File: config.mk
export PLATFORM = sky130hd
export DESIGN_NAME = thread_pc
export DESIGN_NICKNAME = d
export VERILOG_FILES = /design/src/ctrl_params_pkg.sv /design/src/ctrl_types_pkg.sv /design/src/thread_pc.sv
export SDC_FILE = /design/constraint.sdc
export NUM_CORES = 1
export LEC_CHECK = 0
export ABC_CLOCK_PERIOD_IN_PS = 2820
export BUFFER_PORTS_ARGS = -buffer_cell sky130_fd_sc_hd__buf_2
export CORE_MARGIN = 2
export CORE_UTILIZATION = 30
export DETAILED_ROUTE_END_ITERATION = 8
export PLACE_DENSITY = 0.47
export RECOVER_POWER = 50
export SLEW_MARGIN = 10
export SYNTH_ARGS = -nofsm -noshare
export SYNTH_HDL_FRONTEND = slang
export SYNTH_SLANG_ARGS = --single-unit
File: constraint.sdc
create_clock -name clock -period 2.82 [get_ports clock]
set_clock_uncertainty 0.1 [all_clocks]
set_input_delay 0.705 -clock clock [delete_from_list [all_inputs] [get_ports clock]]
set_output_delay 0.705 -clock clock [all_outputs]
set_load 0.1 [all_outputs]
File: src/ctrl_params_pkg.sv
`default_nettype none

package ctrl_params_pkg;

    // barrel of hardware threads, one issue per clock.
    localparam int THREAD_COUNT = 4;
    localparam int THREAD_WIDTH = 2;

    // program counter and word widths.
    localparam int PC_WIDTH    = 8;
    localparam int INSTR_WIDTH = 32;
    localparam int DATA_WIDTH  = 32;

    // ALU write address space.
    localparam int WADDR_WIDTH = 10;

    // instruction window in the ALU write space.
    localparam int I_BASE  = 0;
    localparam int I_DEPTH = 256;

    // one branch entry per thread, at BT_BASE + thread.
    localparam int BT_BASE = 256;

    // registers between the RAM output and the fetch port.
    localparam int I_TAP_DEPTH = 2;

    // thread t starts at t * PC_START_STRIDE.
    localparam int PC_START_STRIDE = 64;

endpackage

`default_nettype wire

File: src/ctrl_types_pkg.sv
`default_nettype none

package ctrl_types_pkg;

    import ctrl_params_pkg::*;

    // branch condition, tested on the previous result.
    typedef enum logic [1:0] {
        COND_NEVER   = 2'd0,
        COND_ALWAYS  = 2'd1,
        COND_ZERO    = 2'd2,
        COND_NONZERO = 2'd3
    } cond_e;

    // one branch-table entry, fills a whole ALU word.
    typedef struct packed {
        logic [DATA_WIDTH-3-2*PC_WIDTH-1:0] unused;
        logic                               cancel_en;
        cond_e                              cond;
        logic [PC_WIDTH-1:0]                destination;
        logic [PC_WIDTH-1:0]                origin;
    } branch_entry_t;

    // ALU data word, read as an instruction or as a branch entry.
    typedef union packed {
        logic [INSTR_WIDTH-1:0] instr;
        branch_entry_t          branch;
    } alu_word_u;

    typedef struct packed {
        logic                   wren;
        logic [WADDR_WIDTH-1:0] addr;
        alu_word_u              data;
    } alu_write_t;

    typedef struct packed {
        logic [THREAD_WIDTH-1:0] thread;
        logic [PC_WIDTH-1:0]     pc;
    } issue_t;

    // instruction tagged with the issue it belongs to.
    typedef struct packed {
        logic [INSTR_WIDTH-1:0]  instr;
        logic [THREAD_WIDTH-1:0] thread;
        logic [PC_WIDTH-1:0]     pc;
    } fetch_t;

endpackage

`default_nettype wire

File: src/thread_pc.sv
`default_nettype none

module thread_pc
    import ctrl_params_pkg::*, ctrl_types_pkg::*;
(
    input  wire logic                clock,
    input  wire logic                reset,
    input  wire logic                jump,
    input  wire logic [PC_WIDTH-1:0] destination,
    input  wire logic                ready,
    output issue_t                   issue
);

    logic [THREAD_WIDTH-1:0] thread_q;
    logic [THREAD_WIDTH-1:0] thread_next;
    logic [PC_WIDTH-1:0]     pc_q [THREAD_COUNT];
    logic [PC_WIDTH-1:0]     pc_cur;
    logic [PC_WIDTH-1:0]     pc_next;

    // strict round robin over the barrel.
    assign thread_next = (thread_q == THREAD_WIDTH'(THREAD_COUNT - 1))
                       ? '0
                       : thread_q + 1'b1;

    assign pc_cur = pc_q[thread_q];

    // jump wins over step, otherwise hold.
    always_comb begin
        if (jump) begin
            pc_next = destination;
        end else if (ready) begin
            pc_next = pc_cur + 1'b1;
        end else begin
            pc_next = pc_cur;
        end
    end

    always_ff @(posedge clock) begin
        if (reset) begin
            thread_q <= '0;
            for (int t = 0; t < THREAD_COUNT; t++) begin
                pc_q[t] <= PC_WIDTH'(t * PC_START_STRIDE);
            end
        end else begin
            thread_q         <= thread_next;
            pc_q[thread_q]   <= pc_next;
        end
    end

    assign issue.thread = thread_q;
    assign issue.pc     = pc_cur;

    // the barrel never stalls, even under back-pressure.
    a_thread_rotates : assert property (
        @(posedge clock) disable iff (reset)
            1'b1 |=> (thread_q == THREAD_WIDTH'($past(thread_q) + 1'b1))
    ) else $error("thread_pc: thread index did not advance by one");

endmodule

`default_nettype wire

* Word-level counts from Yosys, hierarchy flattened
Memory sizes are Yosys's and may differ from the RTL's. A register that Yosys moved wholly into a read port is not among the register bits.
Index checks and enable logic that the tools add are counted.
** Word-level totals
- Register bits after elaboration :: 2
- Bits in writable memories :: 32
- Input port bits :: 12
- Output and inout bits :: 10
- Word-level logic and storage cells :: 16
- Memories kept :: 1
** Cells by class
- Add/sub/neg operators :: 2
- Equal/unequal tests :: 1
- Muxes and demuxes :: 9
- Reduce and logical (&&, ||, !) cells :: 2
** Memory list
- pc_q :: depth 4, bits a word 8, read ports 1, clocked after Yosys merged registers in 1, wr ports 4, RTL line thread_pc.sv:16 : logic [PC_WIDTH-1:0] pc_q [THREAD_COUNT];
** Operators by type and width (count)
- $mux 8 :: 3
- $add 8x1->8 const B :: 1
- $reduce_or 8->1 :: 1
- $mux 1 :: 4
- $mux 2 :: 2
- $add 2x1->2 const B :: 1
- $eq 2x2->1 const B :: 1
- $reduce_or 2->1 :: 1

* Logic depth before layout (Yosys ltp)
- Depth in word-level cells :: 4
- Mapped depth :: 9
- Depth with buffers taken out :: 7

* Worst setup path after synthesis
No wires, ideal clock.
- Path kind :: register to register
- Start point :: reg thread_q[0]
- End point :: mem pc_q[0][2] (data pin)
- Setup time :: 0.265 ns
- Arrival time :: 3.035 ns
- Data required time :: 2.455 ns
- Slack :: -0.580 ns
- Stages on the path, launching flop included :: 10
- Buffers on the path :: 2
- Period minus slack after synthesis :: 3.400 ns
- Cells stage by stage :: dfxtp_1 -> buf_6 -> buf_2 -> mux4_2 -> ha_1 -> nand2_1 -> xor2_1 -> nand2_1 -> o211ai_1 -> nor2_1
** RTL lines
- start, declared :: RTL line thread_pc.sv:14 : logic [THREAD_WIDTH-1:0] thread_q;
- start signal, assigned :: RTL line thread_pc.sv:45 : thread_q <= thread_next;
- end, declared :: RTL line thread_pc.sv:16

==> results by group <==
Yosys
  • Synth async-reset ratio: 0
  • Most frequent cell after synthesis: edfxtp_1
  • Synth cell types: 35
  • Simple-gate area share of the yosys netlist: 0.162
  • Multiplexer share of the synthesized area: 0.130
  • #FFs+latches synth: 34
  • Main combinational cell family by area after synthesis: simple AND/OR/NAND/NOR gates
  • Cell Area, Synth: about 1800 sq um
  • Cell taking the most area after synthesis: edfxtp_1
  • Post-synth EDFFs: 32
  • Ys flop type: edfxtp_1
  • Post-synthesis compound-gate area fraction: 0.0679
  • Syn Nets: between 150 and 200
  • Synth area leaders: edfxtp_1, mux4_2, mux4_1
  • Post-Synth XOR/XNOR Area: 0.0245
  • Syn Inst Count: between 100 and 150
  • Mean Syn Cell Area: roughly 12 sq um
  • Synth Area in Adders: 0.0140
  • Top post-synthesis cells by count: edfxtp_1, nor2_1, nand2_1, nor3_1, inv_1
  • Post-synthesis sequential area ratio: 0.560
  • Synthesis Warnings: 0
  • Yosys top cell area share: 0.538

Clock network
  • Clock latency on the worst-skew pair: around 0.28 ns
  • CTS Buf Count: 5
  • Root Buffer: clkbuf_8
  • Post-CTS Hold Fix Bufs: 0
  • Clock tree from TritonCTS: done
  • CTS max path bufs: 2
  • CTS sink count: 34
  • H-tree depth: 2
  • Clock transition at path regs: 0.06 ns
  • Post_cts resized: 0
  • Post-CTS setup buffers: 0

Critical path
  • Worst r2r path cells: 7
  • CP endpoint kind: primary output
  • Critical R2R Launch: thread_q[0]
  • Kind of critical path: reg2out
  • CP max FO: 19
  • Slack of the worst reg-to-reg path: approximately 0.45 ns
  • Type of origin of the critical path: register
  • Critical Path AT: ~1.8 ns
  • Required time worst endpoint: between 2 and 2.5 ns
  • R2r endpoint: pc_q[0][2]

Final layout
  • Diodes inserted: 0
  • Fill cells: a little under 600
  • FF/Latch Area: 1010 sq um
  • Finished Cell Area: roughly 2000 sq um
  • Total Nets Final: 178
  • Synth-to-Final Area Change: 13.4%
  • Multi-input logic area: between 700 and 800 sq um
  • Share of layout cells above drive strength 1: 0.244

Drt
  • Metal1 wirelength: around 2000 um
  • Met2 wire length: a little over 2000 um
  • Total Wirelength: between 4000 and 5000 um
  • First-pass DRT Iterations: 4
  • Post-route ant nets: 0
  • Iter 0 DRT Violations: 88
  • Top layer in use: met4
  • Vias: ~1200
  • Met3 WL post-DR: ~290 um
  • Post-route DRC: 0
  • Vias/cell: about 5.1
  • DR WL/cell: roughly 18 um

GRT
  • Largest net degree at the start of global routing: 20
  • GRT overflow: 0
  • Number of global-route vias before repair: roughly 1300
  • First-pass GRT wire length: 7090 um
  • GRT Util Overall: 0.152
  • Initial antenna violation count: 0

Place
  • Count of input and output buffers: 21
  • Final Wtd Congestion: 0.816
  • Placed cell areas: roughly 2000 sq um
  • DP Worst Slack: ~0.47 ns
  • Hpwl dp: ~2900 um

Floorplanning
  • Initial Util: 0.305
  • IO Count: 22
  • Die Span Y: between 80 and 90 um
  • Total die area: approximately 6600 sq um
  • Die extent in x: between 80 and 90 um
  • Cell row count: 28
  • Core area: slightly below 6000 sq um

STA
  • # setup viols final: 0
  • RSZ-0062 raised after global routing: false
  • Setup TNS: 0 ns
  • Fmax: around 380 MHz
  • Hold Vio Cnt, Final: 0
  • Crit share post-route: 0.926
  • Hold_ws: about 0.57 ns
  • Slew @ Worst Pin: 1.16 ns
  • Slew margin rel.: 0.229
  • Period minus WS final: around 2.6 ns
  • PnR worst setup slack: 0.207 ns
  • Slew Viols, Final: 0

Min path
  • Hold path startpoint: thread_q[0]
  • Worst Hold Path Cells: 1
  • WHS Endpoint: thread_q[0]
  • Min-delay worst type: reg2reg

Power
  • Power per cell area: between 700 and 800 nW/um^2
  • VDD IR max: around 0.21 mV
  • Leakage power: between 0.7 and 0.8 nW
  • Power Total: 1.47 mW

Job
  • MaxCap Viol Count: 0

Outcome
  • Status: finished, final reports clean
registers in the layout, indices dropped and copies added, names as in the netlist:
signal	cells
pc_q	32
thread_q	2
per-stage QoR:
step / cells / utilization
floorplan: 143 / -
global route: 239 / 0.346
detailed placement: 232 / 0.335
finish: 239 / 0.346
CTS: 239 / 0.348
global placement: 232 / 0.335
worst max-delay path by stage:
stage	slack, ns	to	from	cells after the start
after floorplan	0.01	pc_q[0][2]	thread_q[0]	9
after detailed placement	0.47	pc_q[1][2]	thread_q[0]	7
final	0.21	issue[2]	thread_q[0]	2
after global placement	0.46	pc_q[0][2]	thread_q[0]	7
after CTS	0.20	issue[2]	thread_q[0]	2
after global routing	0.14	issue[2]	thread_q[0]	2
cell usage in the layout (no fill, tap or decap), types with 4 or more instances in the layout:
master	n
mux2i_1	4
mux4_2	8
nor3_1	12
o211a_1	4
o211ai_1	4
buf_2	19
nor2_1	17
edfxtp_1	32
clkbuf_8	5
nand2_1	15
clkbuf_1	4
inv_1	7
routing by layer:
metal	up-vias	GRT usage
met1	594	0.199
met5	-	0
met3	6	0.0433
met2	38	0.243
li1	575	-
met4	0	0.0508
area by class of cell:
class,instances,area share
Sequential cell,34,0.498
Multi-Input combinational cell,93,0.349
Timing Repair Buffer,22,0.0543
Tap cell,75,0.0463
Clock buffer,7,0.0377
Inverter,8,0.0148
critical path, cell delays in order (launching register included):
cell and delay (ns):
dfxtp_4 0.53, mux4_2 0.65, buf_2 0.34
cells by family (layout without fill, tap and decap cells):
| kind of cell | count (synthesis) | in the layout |
|---|---|---|
| buf+inv | 16 | 37 |
| simple gates | 58 | 58 |
| flops | 34 | 34 |
| compound gates | 16 | 16 |
| xor+xnor | 5 | 5 |
| fa+ha+maj | 2 | 2 |
| mux | 12 | 12 |
where the power goes:
group | internal [mW] | switching (mW)
combinational | 0.114 | 0.368
clock | 0.170 | 0.166
sequential | 0.611 | 0.0377
No activity file was read; power rests on OpenSTA's default activity.
