**src/ctrl_params_pkg.sv**
```systemverilog
`default_nettype none

package ctrl_params_pkg;

    // barrel of hardware threads, one issue per clock.
    localparam int THREAD_COUNT = 4;
    localparam int THREAD_WIDTH = 2;

    // program counter and word widths.
    localparam int PC_WIDTH    = 8;
    localparam int INSTR_WIDTH = 32;
    localparam int DATA_WIDTH  = 32;

    // ALU write address space.
    localparam int WADDR_WIDTH = 10;

    // instruction window in the ALU write space.
    localparam int I_BASE  = 0;
    localparam int I_DEPTH = 256;

    // one branch entry per thread, at BT_BASE + thread.
    localparam int BT_BASE = 256;

    // registers between the RAM output and the fetch port.
    localparam int I_TAP_DEPTH = 2;

    // thread t starts at t * PC_START_STRIDE.
    localparam int PC_START_STRIDE = 64;

endpackage

`default_nettype wire

```
**src/ctrl_types_pkg.sv**
```systemverilog
`default_nettype none

package ctrl_types_pkg;

    import ctrl_params_pkg::*;

    // branch condition, tested on the previous result.
    typedef enum logic [1:0] {
        COND_NEVER   = 2'd0,
        COND_ALWAYS  = 2'd1,
        COND_ZERO    = 2'd2,
        COND_NONZERO = 2'd3
    } cond_e;

    // one branch-table entry, fills a whole ALU word.
    typedef struct packed {
        logic [DATA_WIDTH-3-2*PC_WIDTH-1:0] unused;
        logic                               cancel_en;
        cond_e                              cond;
        logic [PC_WIDTH-1:0]                destination;
        logic [PC_WIDTH-1:0]                origin;
    } branch_entry_t;

    // ALU data word, read as an instruction or as a branch entry.
    typedef union packed {
        logic [INSTR_WIDTH-1:0] instr;
        branch_entry_t          branch;
    } alu_word_u;

    typedef struct packed {
        logic                   wren;
        logic [WADDR_WIDTH-1:0] addr;
        alu_word_u              data;
    } alu_write_t;

    typedef struct packed {
        logic [THREAD_WIDTH-1:0] thread;
        logic [PC_WIDTH-1:0]     pc;
    } issue_t;

    // instruction tagged with the issue it belongs to.
    typedef struct packed {
        logic [INSTR_WIDTH-1:0]  instr;
        logic [THREAD_WIDTH-1:0] thread;
        logic [PC_WIDTH-1:0]     pc;
    } fetch_t;

endpackage

`default_nettype wire

```
**src/branch_folder.sv**
```systemverilog
`default_nettype none

module branch_folder
    import ctrl_params_pkg::*, ctrl_types_pkg::*;
(
    input  wire logic                clock,
    input  wire logic                reset,
    input  wire alu_write_t          alu_write,
    input  wire issue_t              issue,
    output logic                     jump,
    output logic      [PC_WIDTH-1:0] destination,
    output logic                     cancel
);

    logic [WADDR_WIDTH-1:0]  bt_offset;
    logic [THREAD_WIDTH-1:0] bt_index;
    logic                    bt_hit;
    logic                    bt_wren;

    branch_entry_t           bt_q [THREAD_COUNT];
    branch_entry_t           entry;

    logic [DATA_WIDTH-1:0]   r_prev;
    logic                    origin_hit;
    logic                    cond_hold;

    // branch-table window decode.
    assign bt_offset = alu_write.addr - WADDR_WIDTH'(BT_BASE);
    assign bt_hit    = bt_offset < WADDR_WIDTH'(THREAD_COUNT);
    assign bt_index  = bt_offset[THREAD_WIDTH-1:0];
    assign bt_wren   = alu_write.wren & bt_hit;

    // one entry per thread, cleared to COND_NEVER.
    always_ff @(posedge clock) begin
        if (reset) begin
            for (int t = 0; t < THREAD_COUNT; t++) begin
                bt_q[t] <= '0;
            end
        end else if (bt_wren) begin
            bt_q[bt_index] <= alu_write.data.branch;
        end
    end

    // entry of the thread issuing now.
    assign entry = bt_q[issue.thread];

    // the write data bus carries the previous result.
    assign r_prev = alu_write.data;

    assign origin_hit = issue.pc == entry.origin;

    always_comb begin
        unique case (entry.cond)
            COND_NEVER:   cond_hold = 1'b0;
            COND_ALWAYS:  cond_hold = 1'b1;
            COND_ZERO:    cond_hold = r_prev == '0;
            COND_NONZERO: cond_hold = r_prev != '0;
        endcase
    end

    // folded branch, taken in the issue cycle of its origin.
    assign jump        = origin_hit & cond_hold;
    assign destination = entry.destination;

    // kill the instruction issued with the branch.
    assign cancel = jump & entry.cancel_en;

    a_cancel_needs_jump : assert property (
        @(posedge clock) disable iff (reset)
            cancel |-> jump
    ) else $error("branch_folder: cancel raised without a taken branch");

endmodule

`default_nettype wire

```
**config.mk**
```make
export PLATFORM = sky130hd
export DESIGN_NAME = branch_folder
export DESIGN_NICKNAME = d
export VERILOG_FILES = /design/src/ctrl_params_pkg.sv /design/src/ctrl_types_pkg.sv /design/src/branch_folder.sv
export SDC_FILE = /design/constraint.sdc
export NUM_CORES = 1
export LEC_CHECK = 0
export ABC_AREA = 1
export BUFFER_PORTS_ARGS = -buffer_cell sky130_fd_sc_hd__buf_2
export CAP_MARGIN = 20
export CORE_MARGIN = 2
export CORE_UTILIZATION = 56
export CTS_CLUSTER_SIZE = 12
export DETAILED_ROUTE_END_ITERATION = 16
export GPL_TIMING_DRIVEN = 0
export MAX_ROUTING_LAYER = met4
export PLACE_DENSITY_LB_ADDON = 0.12
export SLEW_MARGIN = 10
export SYNTH_ARGS = -nofsm -noshare
export SYNTH_HDL_FRONTEND = slang
export SYNTH_SLANG_ARGS = --single-unit
```
**constraint.sdc**
```tcl
create_clock -name clock -period 3.5 [get_ports clock]
set_clock_uncertainty 0.15 [all_clocks]
set_input_delay 0.175 -clock clock [delete_from_list [all_inputs] [get_ports clock]]
set_output_delay 0.175 -clock clock [all_outputs]
set_load 0.005 [all_outputs]
```
### Word level (Yosys, flattened, before mapping)

Memory sizes are Yosys's and may differ from the RTL's.
Cells that the tools add are included.

| cells by class | value |
|---|---|
| shift operators | 0 |
| multiplexer cells | 9 |
| divide/modulo/power cells | 0 |
| $lt $le $gt $ge | 1 |
| add/subtract/negate cells | 1 |
| reduce and logical (&&, ||, !) cells | 4 |
| bitwise logic cells | 3 |
| equality and inequality tests | 4 |
| multipliers | 0 |

Operator list:

| operator | count |
|---|---|
| $logic_not A32 Y1 | 1 |
| $mux W32 | 1 |
| $reduce_bool A32 Y1 | 1 |
| $reduce_or A32 Y1 | 1 |
| $lt A10 B3 Y1 const B | 1 |
| $sub A10 B9 Y10 const B | 1 |
| $eq A8 B8 Y1 | 1 |
| $mux W1 | 6 |
| $eq A2 B2 Y1 const B | 2 |
| $pmux W1 S4 | 1 |
| $and A1 B1 Y1 | 3 |
| $eq A2 B1 Y1 const B | 1 |
| $logic_not A2 Y1 | 1 |
| $mux W2 | 1 |

| storage, ports and cells | value |
|---|---|
| ROM bits | 0 |
| bits in latches | 0 |
| RAM bits | 128 |
| memories kept | 1 |
| register bits after elaboration | 0 |
| output and inout bits | 10 |

Memories:

| name | words | width | rd ports | clocked after memory_dff | wr ports | line | RTL |
|---|---|---|---|---|---|---|---|
| bt_q | 4 | 32 | 1 | 0 | 4 | branch_folder.sv:20 | `branch_entry_t bt_q [THREAD_COUNT];` |

### Logic depth before layout (Yosys ltp)

| depth | value |
|---|---|
| word-level depth | 8 |
| gate-level depth with buffers | 12 |
| mapped depth without buffers | 11 |

### Least setup slack after synthesis

No wires, ideal clock.

| timing | value |
|---|---|
| path type | in2reg |
| from | in alu_write[36] (netlist name) |
| to | mem bt_q[3][0] (netlist name) (enable) |
| setup time | 0.425 ns |
| required time | 2.925 ns |
| slack | 0.815 ns |
| stages on the path | 5 |
| path buffers | 0 |
| arrival time | 2.110 ns |
| cells stage by stage | nor2_1 > nand2_1 > nor3b_2 > nand3_2 > o31ai_1 |

RTL lines:

| what | line | RTL |
|---|---|---|
| start: declaration | branch_folder.sv:8 | `input wire alu_write_t alu_write,` |
| end: declaration | branch_folder.sv:20 |  |

==> impl_metrics.tcl <==
set metrics [dict create \
    outcome "complete, no violations" \
    fin_tns_setup_ns 0 \
    clk_pin_slew_ns 0.08 \
    comb_power_share 0.107 \
    tritoncts "built" \
    ctsResizeCount 0 \
    endpoint_kind "flop" \
    setup_viol 0 \
    synthFlopType "edfxtp_1" \
    die_w_um 86.1 \
    powerDensity_nw_per_um2 432 \
    p_leak_nw 1.90 \
    grt_max_degree 20 \
    syn-num-nets 463 \
    swShare 0.246 \
    postCtsSetupBuffers 0 \
    final_cell_mix "nor2_1 (102), nand2_1 (85), edfxtp_1 (76)" \
    grt_pass1_vias 3040 \
    cts.sinks 76 \
    area_growth_pct 17.7 \
    ys_seq_elements 76 \
    hp-start "alu_write[11]" \
    h-tree-depth 3 \
    worstMarginPinSlew_ns 0.987 \
    die_h_um 86.1 \
    gp_congestion 0.810 \
    critPathLaunch "alu_write[36]" \
    clock.fmax_mhz 465 \
    synth-edff-count 76 \
    drc 0 \
    worstPathArrival_ns 1.97 \
    grt_pass1_wl_mm 14.5 \
    drv_slew 0 \
    ys_warn_count 0 \
    slew_headroom 0.340 \
    largest_register_ffs 76 \
    final_common_cell "nor2_1" \
    antenna_cells 0 \
    initial_core_util 0.587 \
    ir_drop_mv 0.358 \
    drt_iter0_drc 282 \
    rsz0062_at_grt "no" \
    switchingPower_mw 0.471 \
    vias 3111 \
    portBuffers 64 \
    dp_hpwl_mm 6.12 \
    min_to "bt_q[3][11]" \
    final_util 0.692 \
    yosysSeqAreaShare 0.605 \
    ant_nets 0 \
    core_area_um2 6420 \
    hold_ws_ns 0.0207 \
    antenna_found_initial 0 \
    synth_area_um2 3770 \
    fp.dieArea_um2 7410 \
    maxCapViolations 0 \
    start_kind "input port" \
    cts_hold_buf 0 \
    regMostFlops "bt_q" \
    period_needed_ns 2.15 \
    crit_path_max_fanout 19 \
    via_per_inst 5.49 \
    async_reset_ff_frac 0 \
    dpl_cell_area_um2 4250 \
    firstDrtPassIters 5 \
    synth_cells 408 \
    cts_inserted_buffers 9 \
    post_synth.cell_area_avg_um2 9.25 \
    grt_overflow 0 \
    hold_path_depth 3 \
    nFillCells 518 \
    grt_usage 0.274 \
    synth_cell_types 21 \
    total_power_mw 1.92 \
    power_frac_seq 0.550 \
    clkPwrFrac 0.344 \
    row_count 29 \
    hold_viol 0 \
    cp.required_ns 3.32 \
    critical_path_class "in2reg" \
    clock_path_buffers 2 \
    root_buffer "clkbuf_8" \
    finalNetCount 540 \
    drive_above_1_share 0.235 \
    biggestRegsByFlops "bt_q x76" \
    wl_mm 9.04 \
    wl_per_cell_um 16.0 \
    hold_class "in2reg" \
    fin_area_um2 4440 \
    p_int_mw 1.45 \
    fin_crit_sh 0.614 \
    io_pins 65 \
]
## stage by stage
step / cells / setup slack [ns]
global route: 567 / 1.16
CTS: 567 / 1.35
finish: 567 / 1.35
global placement: 549 / -0.470
floorplan: 408 / 0.815
detailed placement: 551 / 0.987
## layout make-up
cell class / count / area [um^2] / share of cell area
sequential: 76 / 2280 / 0.514
inverter: 38 / 143 / 0.0321
multi-input combinational: 273 / 1240 / 0.279
timing repair buffer: 66 / 363 / 0.0817
buffer: 21 / 126 / 0.0285
clock inverter: 6 / 65.1 / 0.0146
tap: 77 / 96.3 / 0.0217
clock buffer: 10 / 128 / 0.0287
## cell usage after synthesis (2+ instances only)
master	instances	share of area
nand2_1	85	0.085
inv_1	36	0.036
buf_6	3	0.0090
buf_2	11	0.015
buf_4	3	0.0060
o22ai_1	9	0.015
nor2_1	102	0.10
nor3_1	9	0.012
inv_2	2	0.0020
o21ai_0	19	0.025
clkbuf_1	4	0.0040
nor3_2	10	0.027
nand3_1	32	0.042
edfxtp_1	76	0.60
## worst max-delay path by stage
stage / depth (start not counted) / to / slack, ns
floorplan: 5 / bt_q[3][0] / 0.82
global placement: 6 / bt_q[3][5] / -0.47
detailed placement: 9 / bt_q[0][6] / 0.99
CTS: 9 / bt_q[2][4] / 1.35
global route: 9 / bt_q[2][17] / 1.16
finish: 9 / bt_q[2][16] / 1.35
## power by group through the flow
stage | registers [mW] | clock network, mW | logic, mW
finish | 1.05 | 0.659 | 0.204
global route | 1.06 | 0.697 | 0.229
CTS | 1.05 | 0.655 | 0.204
detailed placement | 1.07 | 0 | 0.203
global placement | 1.07 | 0 | 0.189
floorplan | 1.07 | 0 | 0.113
## worst max-delay path, cell delays in order
cell and delay, ns:
buf_2 0.09, nor2_1 0.09, nand2_1 0.07, nor3b_2 0.17
nand3_2 0.17, nor2_4 0.14, nand3_1 0.09, buf_2 0.21
nand2_1 0.74
## cell families after synthesis
kind of cell / after synthesis / synth area share
buffers and inverters: 59 / 0.0713
flip-flops: 76 / 0.605
AND/OR/NAND/NOR: 243 / 0.280
AO/OA/AOI/OAI: 30 / 0.0441
## metal layers
metal | vias to the layer above | global-route usage | wire [um]
met5 | - | - | 0
met1 | 1450 | 0.343 | 3720
li1 | 1498 | - | -
met4 | 0 | 0.121 | 206
met2 | 143 | 0.443 | 4420
met3 | 20 | 0.0423 | 693
No activity file was read; power rests on OpenSTA's default activity.
